==> src/common/cycle_pkg.sv <==
`default_nettype none

package cycle_pkg;

   ////////////////////////////////////////////////////////////
   // bus cycle sequencing
   ////////////////////////////////////////////////////////////

   // one state per cycle kind
   // the state itself drives the strobes
   typedef enum logic [1:0] {
      st_idle = 2'd0,
      st_mem  = 2'd1,
      st_io   = 2'd2
   } bus_state_t;

   // phase counter within a cycle
   // three bits cover cycle lengths up to 7
   typedef logic [2:0] phase_t;

endpackage

`default_nettype wire

==> src/common/addr_pkg.sv <==
`default_nettype none

package addr_pkg;

   ////////////////////////////////////////////////////////////
   // address widths
   ////////////////////////////////////////////////////////////

   // full 16-bit address, as held in ar and driven on ab
   typedef logic [15:0] addr_t;

   // device page, taken from ab[10:8] during an io cycle
   typedef logic [2:0] dev_page_t;

   ////////////////////////////////////////////////////////////
   // device map
   ////////////////////////////////////////////////////////////

   // ab[15:11] must equal this for any system or io device
   localparam logic [4:0] SYS_WINDOW_HI = 5'b00000;

   // pages 0..3 select devices, pages 4..7 are unused
   localparam dev_page_t PAGE_SYSDEV = 3'd0;
   localparam dev_page_t PAGE_IODEV1 = 3'd1;
   localparam dev_page_t PAGE_IODEV2 = 3'd2;
   localparam dev_page_t PAGE_IODEV3 = 3'd3;

   ////////////////////////////////////////////////////////////
   // autoindex window
   ////////////////////////////////////////////////////////////

   // 0x0080..0x00ff, i.e. ar matches 0000_0000_1xxx_xxxx
   // the mask keeps the nine upper bits of the compare
   localparam addr_t AINDEX_BASE = 16'h0080;
   localparam addr_t AINDEX_MASK = 16'hff80;

endpackage

`default_nettype wire
==> src/hdl/address_unit.sv <==
`timescale 1ns/1ns
`default_nettype none

// address side of the cpu: ar, bus sequencer, ab drive,
// device decode and autoindex flag
module address_unit import addr_pkg::*; #(
   parameter int CYCLE_LEN = 4
) (
   input  wire   clk,
   input  wire   rst_n,
   input  addr_t ibus,
   input  wire   nwar,
   input  wire   mem_req,
   input  wire   io_req,
   input  wire   fetch,
   input  wire   end_instr,
   output addr_t ab,
   output logic  nmem,
   output logic  nio,
   output logic  cycle_done,
   output logic  nsysdev,
   output logic  niodev1,
   output logic  niodev2,
   output logic  niodev3,
   output logic  naindex
);

   addr_t ar;
   // sequencer internals
   logic  run;
   logic  last_phase;
   logic  fetch_done;

   ////////////////////////////////////////////////////////////
   // address register
   ////////////////////////////////////////////////////////////

   address_register i_address_register (
      .clk  (clk),
      .rst_n(rst_n),
      .nwar (nwar),
      .ibus (ibus),
      .ar   (ar)
   );

   ////////////////////////////////////////////////////////////
   // bus cycle sequencer
   ////////////////////////////////////////////////////////////

   bus_cycle_fsm #(
      .CYCLE_LEN(CYCLE_LEN)
   ) i_bus_cycle_fsm (
      .clk       (clk),
      .rst_n     (rst_n),
      .mem_req   (mem_req),
      .io_req    (io_req),
      .fetch     (fetch),
      .last_phase(last_phase),
      .run       (run),
      .nmem      (nmem),
      .nio       (nio),
      .cycle_done(cycle_done),
      .fetch_done(fetch_done)
   );

   // phase count itself is not needed outside the timer
   phase_timer #(
      .CYCLE_LEN(CYCLE_LEN)
   ) i_phase_timer (
      .clk       (clk),
      .rst_n     (rst_n),
      .run       (run),
      .phase     (),
      .last_phase(last_phase)
   );

   ////////////////////////////////////////////////////////////
   // bus drive and decode
   ////////////////////////////////////////////////////////////

   address_bus_driver i_address_bus_driver (
      .clk  (clk),
      .rst_n(rst_n),
      .nmem (nmem),
      .nio  (nio),
      .ar   (ar),
      .ab   (ab)
   );

   // decodes from ab, as the devices would see it
   device_decoder i_device_decoder (
      .ab     (ab),
      .nio    (nio),
      .nsysdev(nsysdev),
      .niodev1(niodev1),
      .niodev2(niodev2),
      .niodev3(niodev3)
   );

   autoindex_detect i_autoindex_detect (
      .clk       (clk),
      .rst_n     (rst_n),
      .ar        (ar),
      .fetch_done(fetch_done),
      .end_instr (end_instr),
      .naindex   (naindex)
   );

endmodule

`default_nettype wire

==> src/hdl/autoindex_detect.sv <==
`timescale 1ns/1ns
`default_nettype none

// autoindex logic
// flags a fetch from 0x0080..0x00ff and keeps the flag for the
// whole instruction, since indirect accesses reuse ar later on
module autoindex_detect import addr_pkg::*; (
   input  wire   clk,
   input  wire   rst_n,
   input  addr_t ar,
   input  wire   fetch_done,
   input  wire   end_instr,
   output logic  naindex
);

   ////////////////////////////////////////////////////////////
   // window match
   ////////////////////////////////////////////////////////////

   // nine-bit compare: ar[15:7] against 0_0000_0001
   // the low seven bits are masked off
   logic ai_hit;

   assign ai_hit = ((ar & AINDEX_MASK) == AINDEX_BASE);

   ////////////////////////////////////////////////////////////
   // flag register
   ////////////////////////////////////////////////////////////

   // sampled once, at the end of the fetch cycle
   // end of instruction has priority over a fetch
   always_ff @(posedge clk) begin
      if (!rst_n) begin
         naindex <= 1'b1;
      end else if (end_instr) begin
         // back to inactive for the next instruction
         naindex <= 1'b1;
      end else if (fetch_done) begin
         naindex <= !ai_hit;
      end
   end

   // in all other clocks the flag simply holds,
   // whatever happens to ar in the meantime

endmodule

`default_nettype wire

==> src/hdl/device_decoder.sv <==
`timescale 1ns/1ns
`default_nettype none

// sysdev / iodev select decoder
// window compare on ab[15:11] qualified by nio,
// then a 3-to-8 demux on the page bits, only 4 outputs used
module device_decoder import addr_pkg::*; (
   input  addr_t ab,
   input  wire   nio,
   output logic  nsysdev,
   output logic  niodev1,
   output logic  niodev2,
   output logic  niodev3
);

   ////////////////////////////////////////////////////////////
   // window compare
   ////////////////////////////////////////////////////////////

   // high when an io cycle addresses the system window
   logic      sys_hit;
   dev_page_t page;

   assign sys_hit = !nio && (ab[15:11] == SYS_WINDOW_HI);

   // page bits pick one of the devices
   assign page = ab[10:8];

   ////////////////////////////////////////////////////////////
   // page demux
   ////////////////////////////////////////////////////////////

   // active low selects, all high outside an io cycle
   assign nsysdev = !(sys_hit && (page == PAGE_SYSDEV));
   assign niodev1 = !(sys_hit && (page == PAGE_IODEV1));
   assign niodev2 = !(sys_hit && (page == PAGE_IODEV2));
   assign niodev3 = !(sys_hit && (page == PAGE_IODEV3));

   ////////////////////////////////////////////////////////////
   // checks
   ////////////////////////////////////////////////////////////

   // two devices on the data bus at once would fight,
   // checked once the delta cycle has settled
   always_comb begin
      a_one_select : assert final (
         $onehot0({~nsysdev, ~niodev1, ~niodev2, ~niodev3})
      ) else $error("more than one device select low");
   end

endmodule

`default_nettype wire

==> src/hdl/address_bus_driver.sv <==
`timescale 1ns/1ns
`default_nettype none

// address bus drive
// on the board a pair of buffers enabled by nmem & nio,
// with bus hold keeping the last value between cycles
module address_bus_driver import addr_pkg::*; (
   input  wire   clk,
   input  wire   rst_n,
   input  wire   nmem,
   input  wire   nio,
   input  addr_t ar,
   output addr_t ab
);

   ////////////////////////////////////////////////////////////
   // drive enable
   ////////////////////////////////////////////////////////////

   // either strobe low enables the buffers
   logic ab_en;

   assign ab_en = !nmem || !nio;

   ////////////////////////////////////////////////////////////
   // bus register
   ////////////////////////////////////////////////////////////

   // ab follows ar one clock late while enabled
   // when disabled the old value stays, standing in for bus hold
   always_ff @(posedge clk) begin
      if (!rst_n) begin
         ab <= '0;
      end else if (ab_en) begin
         ab <= ar;
      end
   end

endmodule

`default_nettype wire

==> src/bus_sequencer/bus_cycle_fsm.sv <==
`timescale 1ns/1ns
`default_nettype none

// bus cycle sequencer
// takes one request in idle, runs a memory or io cycle of
// CYCLE_LEN clocks and returns to idle
module bus_cycle_fsm import cycle_pkg::*; #(
   parameter int CYCLE_LEN = 4
) (
   input  wire  clk,
   input  wire  rst_n,
   input  wire  mem_req,
   input  wire  io_req,
   input  wire  fetch,
   input  wire  last_phase,
   output logic run,
   output logic nmem,
   output logic nio,
   output logic cycle_done,
   output logic fetch_done
);

   bus_state_t state;
   bus_state_t state_nxt;
   // fetch qualifier, latched along with the memory request
   logic       fetch_q;

   ////////////////////////////////////////////////////////////
   // state register
   ////////////////////////////////////////////////////////////

   always_ff @(posedge clk) begin
      if (!rst_n) begin
         state   <= st_idle;
         fetch_q <= 1'b0;
      end else begin
         state <= state_nxt;
         // only sampled in idle, held through the cycle
         if (state == st_idle) begin
            fetch_q <= mem_req && fetch;
         end
      end
   end

   ////////////////////////////////////////////////////////////
   // next state
   ////////////////////////////////////////////////////////////

   always_comb begin
      state_nxt = state;
      case (state)
         st_idle: begin
            // memory wins when both ask together
            if (mem_req) begin
               state_nxt = st_mem;
            end else if (io_req) begin
               state_nxt = st_io;
            end
         end
         // busy: requests are dropped until the timer ends the cycle
         st_mem, st_io: begin
            if (last_phase) begin
               state_nxt = st_idle;
            end
         end
         default: state_nxt = st_idle;
      endcase
   end

   ////////////////////////////////////////////////////////////
   // outputs
   ////////////////////////////////////////////////////////////

   assign run        = (state != st_idle);
   assign nmem       = (state != st_mem);
   assign nio        = (state != st_io);
   // one clock, in the last phase only
   assign cycle_done = run && last_phase;
   assign fetch_done = cycle_done && fetch_q && (state == st_mem);

   ////////////////////////////////////////////////////////////
   // checks
   ////////////////////////////////////////////////////////////

   a_strobes_excl : assert property (
      @(posedge clk) disable iff (!rst_n)
      !(!nmem && !nio)
   ) else $error("nmem and nio low together");

   // the timer must close every cycle after exactly CYCLE_LEN clocks
   a_cycle_len : assert property (
      @(posedge clk) disable iff (!rst_n)
      $rose(run) |-> ##(CYCLE_LEN - 1) cycle_done
   ) else $error("cycle_done not in phase CYCLE_LEN-1");

endmodule

`default_nettype wire

==> src/bus_sequencer/phase_timer.sv <==
`timescale 1ns/1ns
`default_nettype none

// phase counter for one bus cycle
// 0 on the first clock of a cycle, last_phase on CYCLE_LEN-1
module phase_timer import cycle_pkg::*; #(
   parameter int CYCLE_LEN = 4
) (
   input  wire    clk,
   input  wire    rst_n,
   input  wire    run,
   output phase_t phase,
   output logic   last_phase
);

   // phase_t is three bits wide
   if (CYCLE_LEN < 2 || CYCLE_LEN > 7) begin : g_len_check
      $error("CYCLE_LEN must be 2..7");
   end

   ////////////////////////////////////////////////////////////
   // counter
   ////////////////////////////////////////////////////////////

   // parked at zero while idle, wraps on the last phase so the
   // count is ready for a cycle starting right after
   always_ff @(posedge clk) begin
      if (!rst_n) begin
         phase <= '0;
      end else if (!run || last_phase) begin
         phase <= '0;
      end else begin
         phase <= phase + 1'b1;
      end
   end

   assign last_phase = (phase == phase_t'(CYCLE_LEN - 1));

   ////////////////////////////////////////////////////////////
   // checks
   ////////////////////////////////////////////////////////////

   a_phase_range : assert property (
      @(posedge clk) disable iff (!rst_n)
      phase <= phase_t'(CYCLE_LEN - 1)
   ) else $error("phase beyond CYCLE_LEN-1");

endmodule

`default_nettype wire

==> src/hdl/address_register.sv <==
`timescale 1ns/1ns
`default_nettype none

// address register, two 8-bit halves on the schematic
// modelled here as a single 16-bit register
module address_register import addr_pkg::*; (
   input  wire   clk,
   input  wire   rst_n,
   input  wire   nwar,
   input  addr_t ibus,
   output addr_t ar
);

   ////////////////////////////////////////////////////////////
   // register
   ////////////////////////////////////////////////////////////

   // nwar is a sampled enable, not a clock as on the board
   // load takes effect one edge after nwar is seen low
   always_ff @(posedge clk) begin
      if (!rst_n) begin
         ar <= '0;
      end else if (!nwar) begin
         ar <= ibus;
      end
   end

   ////////////////////////////////////////////////////////////
   // checks
   ////////////////////////////////////////////////////////////

   // ar feeds the bus driver and the autoindex compare
   // an unknown here would leak onto ab and into naindex
   a_ar_known : assert property (
      @(posedge clk) disable iff (!rst_n)
      !$isunknown(ar)
   ) else $error("ar went unknown after reset");

endmodule

`default_nettype wire

==> config.mk <==
export PLATFORM = sky130hd
export DESIGN_NAME = address_unit
export DESIGN_NICKNAME = d
export VERILOG_FILES = /design/src/common/cycle_pkg.sv /design/src/common/addr_pkg.sv /design/src/hdl/address_unit.sv /design/src/hdl/autoindex_detect.sv /design/src/hdl/device_decoder.sv /design/src/hdl/address_bus_driver.sv /design/src/bus_sequencer/bus_cycle_fsm.sv /design/src/bus_sequencer/phase_timer.sv /design/src/hdl/address_register.sv
export SDC_FILE = /design/constraint.sdc
export NUM_CORES = 1
export LEC_CHECK = 0
export BUFFER_PORTS_ARGS = -buffer_cell sky130_fd_sc_hd__buf_2
export CAP_MARGIN = 30
export CORE_MARGIN = 3
export CORE_UTILIZATION = 40
export CTS_CLUSTER_DIAMETER = 50
export DETAILED_ROUTE_END_ITERATION = 16
export PLACE_DENSITY = 0.71
export SETUP_SLACK_MARGIN = 0.15
export SLEW_MARGIN = 20
export SYNTH_ARGS = -nofsm -noshare
export SYNTH_HDL_FRONTEND = slang
export SYNTH_SLANG_ARGS = --single-unit
export TNS_END_PERCENT = 10
==> constraint.sdc <==
create_clock -name clk -period 2.2 [get_ports clk]
set_clock_uncertainty 0.05 [all_clocks]
set_input_delay 0.11 -clock clk [delete_from_list [all_inputs] [get_ports clk]]
set_output_delay 0.11 -clock clk [all_outputs]
set_load 0.01 [all_outputs]
==> flow_metrics.env <==
export IMPL_syn_inst=154
export IMPL_cp_common_cell="inv_1"
export IMPL_crit_path_start_kind="flop"
export IMPL_areaGrowthSynthToFinish_pct=22.75
export IMPL_ctsHoldBuffers=0
export IMPL_power_switching_uw=488.5
export IMPL_p_clk_share_pct=29.5
export IMPL_clock_latency_ps=290
export IMPL_stdcell_area_sq_mm=0.002012
export IMPL_grt_overflow=0
export IMPL_synth_ff_type="dfxtp_1"
export IMPL_grt_usage_pct=13.13
export IMPL_cp_slowest_cell="nor4b_1"
export IMPL_yosys_area_top_type_share_pct=47.63
export IMPL_critPathCaptureType="output port"
export IMPL_drv_slew=0
export IMPL_yosysMostFrequentCell="dfxtp_1"
export IMPL_syn_area_sq_mm=0.001639
export IMPL_run_status="finished, final reports clean"
export IMPL_slew_headroom_pct=65.15
export IMPL_path_max_fanout=3
export IMPL_syn_num_nets=182
export IMPL_finalSetupTns_ps=0
export IMPL_final_min_clock_period_ps=1688
export IMPL_cts_tree="yes"
export IMPL_synth_seq_cells=39
export IMPL_p_leak_uw=0.0008821
export IMPL_place_area_sq_mm=0.001912
export IMPL_cap_violations=0
export IMPL_fmax_mhz=592.3
export IMPL_finalNetCount=230
export IMPL_p_seq_share_pct=46.0
export IMPL_syn_avg_cell_area_sq_um=10.64
export IMPL_yosysTopAreaCell="dfxtp_1"
export IMPL_ctsHtreeMaxLevel=2
export IMPL_pwr_density_cell_mw_per_mm2=873.4
export IMPL_worst_setup_hold_path_clk_slew_ps=70
export IMPL_worst_ep_required_time_ps=2040
export IMPL_drt_antenna_violating_nets=0
export IMPL_dieArea_sq_mm=0.004902
export IMPL_dr_total_vias=1168
export IMPL_synth_area_leaders="dfxtp_1 48%, mux2i_1 20%, nor2b_1 14%"
export IMPL_cts_root_buf="clkbuf_8"
export IMPL_slowest_delay_ps=330
export IMPL_dr_pass1_iters=4
export IMPL_die_x_um=70.02
export IMPL_synth_warnings=0
export IMPL_core_area_sq_mm=0.003799
export IMPL_worstPathArrival_ps=1530
export IMPL_rows=22
export IMPL_post_cts_resized=0
export IMPL_ios=47
export IMPL_cts_buffer_depth=2
export IMPL_crit_family="simple AND/OR/NAND/NOR gates"
export IMPL_grt_pass1_vias=1093
export IMPL_p_int_uw=1269
export IMPL_sw_frac_of_total_pct=27.80
export IMPL_synth_common_cells="39 x dfxtp_1, 36 x nor2b_1, 32 x mux2i_1"
export IMPL_synthArstFlopShare_pct=0
export IMPL_die_h_um=70.02
export IMPL_synth_cell_types=23
export IMPL_drive_gt1_share_pct=29.06
export IMPL_port_buffers=46
export IMPL_cts_sinks=39
export IMPL_viasPerCell=4.653
export IMPL_path_cells="inv_1 -> ha_1 -> inv_1 -> nor4b_1 -> nand3_1 -> buf_2"
export IMPL_dpl_hpwl_mm=2.231
export IMPL_ys_seq_area_share_pct=47.63
export IMPL_cts_buffers=5
export IMPL_start_util_pct=43.15
export IMPL_first_iter_violations=25
export IMPL_synth_edff_count=0
export IMPL_p_comb_share_pct=24.5
export IMPL_grt_pass1_wl_mm=5.126
export IMPL_post_route_drc_count=0
export IMPL_wl_per_cell_um=12.38
export IMPL_finalHoldViolations=0
export IMPL_hp_class="input pin to flop"
export IMPL_gp_congestion=0.8013
export IMPL_diodes=0
export IMPL_crit_buf_inv=3
export IMPL_antenna_found_initial=0
export IMPL_worst_slew_pin_slew_ps=522.8
export IMPL_period_share_pct=76.74
export IMPL_post_cts_buffers=0
export IMPL_crit_type="flop to output port"
export IMPL_grt_max_degree=38
export IMPL_wl_mm=3.107
export IMPL_finalSetupViolCount=0
export IMPL_irDropWorstVdd_mv=0.4451
export IMPL_rsz0062_at_grt="no"
==> cell families after synthesis <==
family	Yosys count	synth area share, %
multiplexers	32	19.54
buffers and inverters	14	3.816
AND/OR/NAND/NOR	58	22.98
flip-flops	39	47.63
AO/OA/AOI/OAI	6	2.213
adder cells (fa/ha/maj)	5	3.817
==> final timing paths <==
check | start | to | slack [ps] | depth (start not counted)
max | i_bus_cycle_fsm.state[0]$_SDFFE_PN0P_ | niodev3 | 510 | 6
min | ibus[7] | i_address_register.ar[7]$_SDFFE_PN0N_ | 30 | 3
max reg2reg | i_bus_cycle_fsm.state[0]$_SDFFE_PN0P_ | i_bus_cycle_fsm.state[0]$_SDFFE_PN0P_ | 760 | 6
min reg2reg | i_phase_timer.phase[0]$_SDFF_PP0_ | i_phase_timer.phase[0]$_SDFF_PP0_ | 370 | 1
==> cell type report <==
| cell class | count | area, sq um |
|---|---|---|
| Tap cell | 48 | 60.06 |
| Multi-Input combinational cell | 101 | 795.8 |
| Sequential cell | 39 | 780.7 |
| Clock buffer | 8 | 100.1 |
| Fill cell | 363 | 1787 |
| Inverter | 6 | 22.52 |
| Timing Repair Buffer | 49 | 252.7 |
==> metal layers <==
layer	vias up	global-route usage [%]	wire [um]
li1	610	-	-
met1	510	18.85	1581
met2	43	17.73	1222
met3	5	4.173	252
met4	0	5.745	51
met5	-	0	0
==> power groups by stage <==
stage,clock network (uW),registers (uW),logic [uW]
after floorplan,0,827,307
after global placement,0,825,430
after detailed placement,0,824,436
after CTS,533,808,437
after global routing,563,817,479
final,518,809,431
==> worst register-to-register path, stage by stage, from the launching register on <==
cell and delay (ps):
dfxtp_1 350, inv_1 70, ha_1 300, buf_4 180, nor2b_1 140, o21ai_0 140
a21boi_0 100
==> placed cells by master, fill, tap and decap left out, drive strengths merged <==
cell / n
or4: 1
or3b: 1
dfxtp: 39
a21oi: 1
a31oi: 1
nand3b: 1
o21ai: 2
nand2: 1
and4b: 2
nand3: 3
buf: 49
nor2: 5
nor4b: 4
clkbuf: 8
nor2b: 36
nor4: 1
a21boi: 2
inv: 6
nand2b: 3
ha: 5
mux2i: 32
==> per-stage QoR <==
step,utilization [%],hold slack (ps),setup WS (ps),std cells,power [uW]
floorplan,-,199.6,739.8,154,1135
global route,52.96,41.45,339.2,251,1858
detailed placement,50.33,323.5,762.5,243,1260
global placement,50.33,311.6,781.7,243,1255
CTS,52.96,21.14,504.2,251,1778
finish,52.96,25.83,511.7,251,1757
==> state kept, by name, indices dropped and copies added, names as in the netlist <==
register / count
i_address_bus_driver.ab: 16
i_autoindex_detect.naindex: 1
i_bus_cycle_fsm.fetch_q: 1
i_bus_cycle_fsm.state: 2
i_phase_timer.phase: 3
i_address_register.ar: 16
No activity file was read; power rests on OpenSTA's default activity.
